### src/verilog/axi_pkg.sv
package axi_pkg;

	// bus widths shared by every block on the memory path
	localparam int ADDR_W = 32;
	localparam int DATA_W = 64;
	// one strobe bit per data byte
	localparam int STRB_W = DATA_W / 8;

	// response codes, axi encoding
	typedef enum logic [1:0] {
		RESP_OKAY   = 2'b00,
		RESP_DECERR = 2'b11
	} resp_e;

	// requester tag carried with a read address
	// only lsu writes, so the write side has no tag
	typedef enum logic {
		ID_IFU = 1'b0,
		ID_LSU = 1'b1
	} req_id_e;

endpackage

### src/verilog/mem_bus_if.sv
`timescale 1ns/1ns

interface mem_bus_if;

	// read address
	logic                          arvalid;
	logic                          arready;
	logic [axi_pkg::ADDR_W-1:0]    araddr;
	axi_pkg::req_id_e              arid;

	// read data
	logic                          rvalid;
	logic                          rready;
	logic [axi_pkg::DATA_W-1:0]    rdata;
	axi_pkg::resp_e                rresp;
	axi_pkg::req_id_e              rid;

	// write address and data, accepted together
	logic                          awvalid;
	logic                          awready;
	logic [axi_pkg::ADDR_W-1:0]    awaddr;
	logic                          wvalid;
	logic                          wready;
	logic [axi_pkg::DATA_W-1:0]    wdata;
	logic [axi_pkg::STRB_W-1:0]    wstrb;

	// write response
	logic                          bvalid;
	logic                          bready;
	axi_pkg::resp_e                bresp;

	// arbiter side, watches both response handshakes to drop its lock
	modport arb (
		output arvalid, araddr, arid, awvalid, awaddr, wvalid, wdata, wstrb,
		input  arready, awready, wready, rvalid, rready, bvalid, bready
	);

	modport slave (
		input  arvalid, araddr, arid, awvalid, awaddr, wvalid, wdata, wstrb,
		input  rready, bready,
		output arready, awready, wready, rvalid, rdata, rresp, rid, bvalid, bresp
	);

	// response steering back to the requesters
	modport router (
		input  rvalid, rdata, rresp, rid, bvalid, bresp,
		output rready, bready
	);

endinterface

### src/verilog/mem_arbiter.sv
`timescale 1ns/1ns

module mem_arbiter (
	input  logic                       clk,
	input  logic                       rst,
	input  logic                       ifu_arvalid,
	input  logic [axi_pkg::ADDR_W-1:0] ifu_araddr,
	input  logic                       lsu_arvalid,
	input  logic [axi_pkg::ADDR_W-1:0] lsu_araddr,
	input  logic                       lsu_awvalid,
	input  logic [axi_pkg::ADDR_W-1:0] lsu_awaddr,
	input  logic                       lsu_wvalid,
	input  logic [axi_pkg::DATA_W-1:0] lsu_wdata,
	input  logic [axi_pkg::STRB_W-1:0] lsu_wstrb,
	output logic                       ifu_arready,
	output logic                       lsu_arready,
	output logic                       lsu_awready,
	output logic                       lsu_wready,
	mem_bus_if.arb                     bus
);

	logic             lock;
	axi_pkg::req_id_e last_win;
	axi_pkg::req_id_e win_id;
	logic             lsu_wr_req;
	logic             lsu_req;
	logic             gnt_ifu;
	logic             gnt_lsu;
	logic             lsu_do_wr;
	logic             addr_hs;
	logic             resp_hs;

	// a write counts only once address and data are both offered
	assign lsu_wr_req = lsu_awvalid & lsu_wvalid;
	assign lsu_req    = lsu_arvalid | lsu_wr_req;

	// round robin on a tie, lsu wins unless it won last time
	assign gnt_lsu = ~lock & lsu_req & (~ifu_arvalid | (last_win == axi_pkg::ID_IFU));
	assign gnt_ifu = ~lock & ifu_arvalid & ~gnt_lsu;
	assign win_id  = gnt_ifu ? axi_pkg::ID_IFU : axi_pkg::ID_LSU;

	// lsu read goes ahead of a pending lsu write
	assign lsu_do_wr = gnt_lsu & ~lsu_arvalid;

	// winner onto the bus
	assign bus.arvalid = gnt_ifu | (gnt_lsu & lsu_arvalid);
	assign bus.araddr  = gnt_ifu ? ifu_araddr : lsu_araddr;
	assign bus.arid    = win_id;
	assign bus.awvalid = lsu_do_wr & lsu_awvalid;
	assign bus.wvalid  = lsu_do_wr & lsu_wvalid;
	assign bus.awaddr  = lsu_awaddr;
	assign bus.wdata   = lsu_wdata;
	assign bus.wstrb   = lsu_wstrb;

	// slave ready goes back to the winner only
	assign ifu_arready = gnt_ifu & bus.arready;
	assign lsu_arready = gnt_lsu & lsu_arvalid & bus.arready;
	assign lsu_awready = lsu_do_wr & bus.awready;
	assign lsu_wready  = lsu_do_wr & bus.wready;

	assign addr_hs = (bus.arvalid & bus.arready) |
	                 (bus.awvalid & bus.awready & bus.wvalid & bus.wready);
	assign resp_hs = (bus.rvalid & bus.rready) | (bus.bvalid & bus.bready);

	// lock from address handshake until the matching response is taken
	always_ff @(posedge clk) begin
		if (rst) begin
			lock     <= 1'b0;
			last_win <= axi_pkg::ID_IFU;
		end else if (addr_hs) begin
			lock     <= 1'b1;
			last_win <= win_id;
		end else if (resp_hs) begin
			lock     <= 1'b0;
		end
	end

	// nothing accepted while a response is still pending
	a_one_in_flight: assert property (@(posedge clk) disable iff (rst)
		(bus.rvalid || bus.bvalid) |-> !(ifu_arready || lsu_arready || lsu_awready));

endmodule

### src/flat_wrapper.sv
// flat-port wrapper written by rule: the top's interface ports become plain ports
module mem_arbiter_flat 
  (clk, rst, ifu_arvalid, ifu_araddr, lsu_arvalid, lsu_araddr, lsu_awvalid, lsu_awaddr, lsu_wvalid, lsu_wdata, lsu_wstrb, ifu_arready, lsu_arready, lsu_awready, lsu_wready, bus_arvalid, bus_araddr, bus_arid, bus_awvalid, bus_awaddr, bus_wvalid, bus_wdata, bus_wstrb, bus_arready, bus_awready, bus_wready, bus_rvalid, bus_rready, bus_bvalid, bus_bready);
  mem_bus_if bus_i ();
  input  logic clk;
  input  logic rst;
  input  logic ifu_arvalid;
  input  logic [axi_pkg::ADDR_W-1:0] ifu_araddr;
  input  logic lsu_arvalid;
  input  logic [axi_pkg::ADDR_W-1:0] lsu_araddr;
  input  logic lsu_awvalid;
  input  logic [axi_pkg::ADDR_W-1:0] lsu_awaddr;
  input  logic lsu_wvalid;
  input  logic [axi_pkg::DATA_W-1:0] lsu_wdata;
  input  logic [axi_pkg::STRB_W-1:0] lsu_wstrb;
  output logic ifu_arready;
  output logic lsu_arready;
  output logic lsu_awready;
  output logic lsu_wready;
  output wire logic [$bits(bus_i.arvalid)-1:0] bus_arvalid;
  output wire logic [$bits(bus_i.araddr)-1:0] bus_araddr;
  output wire logic [$bits(bus_i.arid)-1:0] bus_arid;
  output wire logic [$bits(bus_i.awvalid)-1:0] bus_awvalid;
  output wire logic [$bits(bus_i.awaddr)-1:0] bus_awaddr;
  output wire logic [$bits(bus_i.wvalid)-1:0] bus_wvalid;
  output wire logic [$bits(bus_i.wdata)-1:0] bus_wdata;
  output wire logic [$bits(bus_i.wstrb)-1:0] bus_wstrb;
  input wire logic [$bits(bus_i.arready)-1:0] bus_arready;
  input wire logic [$bits(bus_i.awready)-1:0] bus_awready;
  input wire logic [$bits(bus_i.wready)-1:0] bus_wready;
  input wire logic [$bits(bus_i.rvalid)-1:0] bus_rvalid;
  input wire logic [$bits(bus_i.rready)-1:0] bus_rready;
  input wire logic [$bits(bus_i.bvalid)-1:0] bus_bvalid;
  input wire logic [$bits(bus_i.bready)-1:0] bus_bready;
  assign bus_arvalid = bus_i.arvalid;
  assign bus_araddr = bus_i.araddr;
  assign bus_arid = bus_i.arid;
  assign bus_awvalid = bus_i.awvalid;
  assign bus_awaddr = bus_i.awaddr;
  assign bus_wvalid = bus_i.wvalid;
  assign bus_wdata = bus_i.wdata;
  assign bus_wstrb = bus_i.wstrb;
  assign bus_i.arready = bus_arready;
  assign bus_i.awready = bus_awready;
  assign bus_i.wready = bus_wready;
  assign bus_i.rvalid = bus_rvalid;
  assign bus_i.rready = bus_rready;
  assign bus_i.bvalid = bus_bvalid;
  assign bus_i.bready = bus_bready;
  mem_arbiter u_core (.clk(clk), .rst(rst), .ifu_arvalid(ifu_arvalid), .ifu_araddr(ifu_araddr), .lsu_arvalid(lsu_arvalid), .lsu_araddr(lsu_araddr), .lsu_awvalid(lsu_awvalid), .lsu_awaddr(lsu_awaddr), .lsu_wvalid(lsu_wvalid), .lsu_wdata(lsu_wdata), .lsu_wstrb(lsu_wstrb), .ifu_arready(ifu_arready), .lsu_arready(lsu_arready), .lsu_awready(lsu_awready), .lsu_wready(lsu_wready), .bus(bus_i));
endmodule
### config.mk
export PLATFORM = sky130hd
export DESIGN_NAME = mem_arbiter_flat
export DESIGN_NICKNAME = d
export VERILOG_FILES = /design/src/verilog/axi_pkg.sv /design/src/verilog/mem_bus_if.sv /design/src/verilog/mem_arbiter.sv /design/src/flat_wrapper.sv
export SDC_FILE = /design/constraint.sdc
export NUM_CORES = 1
export LEC_CHECK = 0
export ABC_AREA = 1
export ABC_CLOCK_PERIOD_IN_PS = 1400
export BUFFER_PORTS_ARGS = -buffer_cell sky130_fd_sc_hd__buf_2
export CORE_AREA = 2 2 127 129
export DETAILED_ROUTE_END_ITERATION = 6
export DIE_AREA = 0 0 129 131
export PLACE_DENSITY_LB_ADDON = 0.25
export SYNTH_ARGS = -nofsm -noshare
export SYNTH_HDL_FRONTEND = slang
export SYNTH_SLANG_ARGS = --single-unit
export TNS_END_PERCENT = 10
### constraint.sdc
create_clock -name clk -period 1.4 [get_ports clk]
set_input_delay 0.21 -clock clk [delete_from_list [all_inputs] [get_ports clk]]
set_output_delay 0.21 -clock clk [all_outputs]
set_load 0.01 [all_outputs]
### Word level (Yosys, flattened, before mapping)

Index checks and enable logic that the tools add are counted.
W data, S select, Z words.

| storage, ports and cells | value |
|---|---|
| word-level logic and storage cells | 36 |
| bits in registers | 2 |
| bits of input ports | 181 |

| cells by class | value |
|---|---|
| multiplexer cells | 4 |
| bitwise logic cells | 29 |
| reduce and logical (&&, ||, !) cells | 1 |

Operator list:

| operator | count |
|---|---|
| $mux W32 | 1 |
| $and A1 B1 Y1 | 19 |
| $not A1 Y1 | 5 |
| $or A1 B1 Y1 | 5 |
| $mux W1 | 3 |
| $reduce_bool A2 Y1 | 1 |

### Logic depth before layout (Yosys ltp)

| logic depth | value |
|---|---|
| depth in word-level cells | 11 |
| gate-level depth with buffers | 9 |
| mapped depth without buffers | 9 |

### Worst setup path before layout

No wires, ideal clock.

| timing | value |
|---|---|
| kind | reg-to-output |
| start | reg u_core.lock |
| end | out bus_araddr[24] |
| slack | 0.228 ns |
| arrival time | 0.962 ns |
| stages on the path, launching flop included | 9 |
| data required time | 1.190 ns |
| path through | dfxtp_1 > inv_2 > nand2_2 > inv_2 > nand2_8 > nand2_8 > buf_12 > nand2_2 > nand2_1 |

| on the way | value |
|---|---|
| cells in the longest elaborated chain, start to end | 6 |
| elaborated cells on any way between the ends | 7 |
| classes of those cells | 1 x mux; 6 x bitwise |

RTL lines:

| element | RTL line | RTL |
|---|---|---|
| start: declaration | mem_arbiter.sv:22 | `logic lock;` |
| start signal: assignment | mem_arbiter.sv:68 | `lock <= 1'b0;` |
| start signal: assignment | mem_arbiter.sv:71 | `lock <= 1'b1;` |
| start signal: assignment | mem_arbiter.sv:74 | `lock <= 1'b0;` |
| $not A1 Y1 * | mem_arbiter.sv:38, mem_arbiter.sv:39 |  |
| $and A1 B1 Y1 (2 in series) | mem_arbiter.sv:38 | `assign gnt_lsu = ~lock & lsu_req & (~ifu_arvalid \| (last_win == axi_pkg::ID_IFU));` |
| $not A1 Y1 | mem_arbiter.sv:39 | `assign gnt_ifu = ~lock & ifu_arvalid & ~gnt_lsu;` |
| $and A1 B1 Y1 * | mem_arbiter.sv:39 |  |
| $mux W32 * | mem_arbiter.sv:47 | `assign bus.araddr = gnt_ifu ? ifu_araddr : lsu_araddr;` |
| end: declaration | flat_wrapper.sv:21 | `output wire logic [$bits(bus_i.araddr)-1:0] bus_araddr;` |

Mark *: on every way between the ends. The rest lies on a longest branch, timed or not.

### Worst setup path in the final report

| timing | value |
|---|---|
| start | reg u_core.lock |
| end | out bus_araddr[26] |

The elaborated chain is that of the path after synthesis.

==> impl_metrics.env <==
export IMPL_totalWireLength_mm=6.37
export IMPL_drv_slew=0
export IMPL_die_w_um=129
export IMPL_required_ps=1190
export IMPL_nets=453
export IMPL_power_leakage_nw=1.08
export IMPL_synth_cell_types=18
export IMPL_critPathKind="register to primary output"
export IMPL_yosysTopAreaCell="buf_4"
export IMPL_finalCritPeriodShare_pct=110
export IMPL_start_util_pct=10.0
export IMPL_violations="setup timing"
export IMPL_ctsHoldBuffers=0
export IMPL_power_density_nw_per_um2=691
export IMPL_grt_max_degree=19
export IMPL_io_pins=325
export IMPL_dp_hpwl_mm=4.56
export IMPL_detail_route_antenna_nets=0
export IMPL_coreArea_um2=15600
export IMPL_worstHoldPathType="input pin to register"
export IMPL_rows=46
export IMPL_clock_skew_ps=0.574
export IMPL_grt_first_pass_wirelength_mm=7.76
export IMPL_grt_pass1_vias=1454
export IMPL_synth_edf_count=0
export IMPL_synth_warnings=0
export IMPL_wl_per_cell_um=13.1
export IMPL_drt_pre_antenna_iters=4
export IMPL_synth_fp_nets=430
export IMPL_cts_tree="done"
export IMPL_cts_root_buffer="clkbuf_16"
export IMPL_synth_most_common_cell="buf_4"
export IMPL_die_h_um=131
export IMPL_drcViolationCount=0
export IMPL_setup_viol=35
export IMPL_rsz0062_at_grt="yes"
export IMPL_worst_pin_slew_ps=186
export IMPL_cap_violations=0
export IMPL_synth_seq_cells=2
export IMPL_area_growth_pct=27.7
export IMPL_arrival_ps=1340
export IMPL_crit_path_end_kind="primary output"
export IMPL_netlist_top_cells_area="buf_4 51%, nand2_1 13%, nand3_1 12%"
export IMPL_cp_max_fo=8
export IMPL_setup_slack_ps=-145
export IMPL_numCtsBuffers=3
export IMPL_layout_drive_gt1_share_pct=66.7
export IMPL_slew_headroom_pct=87.6
export IMPL_synth_top_area_share_pct=50.8
export IMPL_vias_per_cell=3.15
export IMPL_ys_flop_type="dfxtp_1"
export IMPL_drt_iter0_drc=23
export IMPL_groute_usage_overall_pct=6.33
export IMPL_clock_sinks=2
export IMPL_max_freq_mhz=647
export IMPL_io_buffers=116
export IMPL_clk_pin_slew_ps=30
export IMPL_status="complete, but fails checks"
export IMPL_post_route_cell_area_um2=2000
export IMPL_ys_top_cells_by_count="106 x buf_4, 55 x nand2_1, 38 x nand3_1"
export IMPL_grt_overflow=0
export IMPL_avgSynthCellArea_um2=6.29
export IMPL_worst_skew_pair_late_latency_ps=220
export IMPL_htreeDepth=1
export IMPL_async_reset_ff_share_pct=0
export IMPL_gp_routability_congestion=0.662
export IMPL_vias=1530
export IMPL_yosysSeqAreaShare_pct=2.56
export IMPL_syn_inst=249
export IMPL_final_hold_viol_count=0
export IMPL_ir_drop_uv=379
export IMPL_netlist_area_um2=1570
export IMPL_final_core_util_pct=12.8
export IMPL_antenna_found_initial=0
export IMPL_worstSetupStartpointType="register"
export IMPL_clock_path_buffers=2
export IMPL_dieArea_um2=16900
export IMPL_period_needed_ps=1550
export IMPL_diodes=0
export IMPL_dpl_cell_area_um2=1640
## power by group
group | internal, mW | total (mW) | leakage (nW) | switching [mW]
logic | 0.421 | 0.892 | 1.02 | 0.470
clock network | 0.363 | 0.421 | 0.0370 | 0.0586
registers | 0.0649 | 0.0692 | 0.0172 | 0.00427
## per-layer routing
layer | up-vias | global-route usage (%) | wire [um]
li1 | 712 | - | -
met1 | 661 | 5.59 | 2130
met2 | 105 | 11.6 | 3180
met3 | 52 | 1.59 | 523
met4 | 0 | 6.20 | 542
met5 | - | 0 | 0
## metrics by stage
stage	TNS (ps)	total power [mW]	cells	setup WS, ps	hold slack [ps]
global route	-6520	1.49	486	-238	279
detailed placement	-307	0.784	475	-79.4	420
CTS	-4450	1.30	481	-164	252
global placement	-178	0.770	475	-78.9	420
finish	-3810	1.38	486	-145	251
floorplan	0	0.765	249	228	374
## layout make-up
type	count	area, um2
Fill cell	1827	13600
Tap cell	216	270
Sequential cell	2	42.5
Multi-Input combinational cell	123	707
Clock buffer	3	75.1
Timing Repair Buffer	130	853
Inverter	12	52.6
## cells in the final DEF (no fill, tap or decap)
cell type / count
buf_4: 4
buf_2: 112
nand2_1: 47
nand2_8: 3
dfxtp_2: 2
buf_16: 1
buf_6: 4
o21ai_2: 2
clkbuf_16: 5
nor3_1: 2
nor2_2: 1
inv_1: 8
nor3_2: 1
inv_2: 2
nand3_2: 7
nand2_4: 5
inv_4: 1
nand2_2: 22
inv_6: 1
buf_12: 7
nand3_1: 31
nor2_1: 2
## cells by family after synthesis
group                  Yosys count  synth area share, %
flip-flops                       2                 2.56
AO/OA/AOI/OAI                    2                 1.12
AND/OR/NAND/NOR                120                 37.9
buffers and inverters          125                 58.4
## final timing paths
check,to,slack (ps),start,cells after the start
hold reg to reg,u_core.last_win,550,u_core.last_win,4
hold / removal,u_core.lock,250,rst,4
setup / recovery,bus_araddr[26],-150,u_core.lock,8
setup reg to reg,u_core.last_win,70,u_core.lock,10
## worst max-delay path, cell delays in order (launching register included)
cell	delay (ps)
dfxtp_2	310
inv_2	80
nand2_2	90
inv_6	140
buf_12	120
buf_16	110
nand3_1	70
nand2_1	70
buf_2	120
## state kept, by name, indices dropped and copies added, names as in the netlist
register / cells
u_core.last_win: 1
u_core.lock: 1
## timing repair
action                                 CTS  global route
setup buffers                            1             3
cloned                                   2             2
pin swaps                                2             3
endpoints found under the hold margin    0             0
setup endpoints to repair               35            35
gates resized for setup                 16            18
Note: power is estimated with default switching activity, not from simulation.
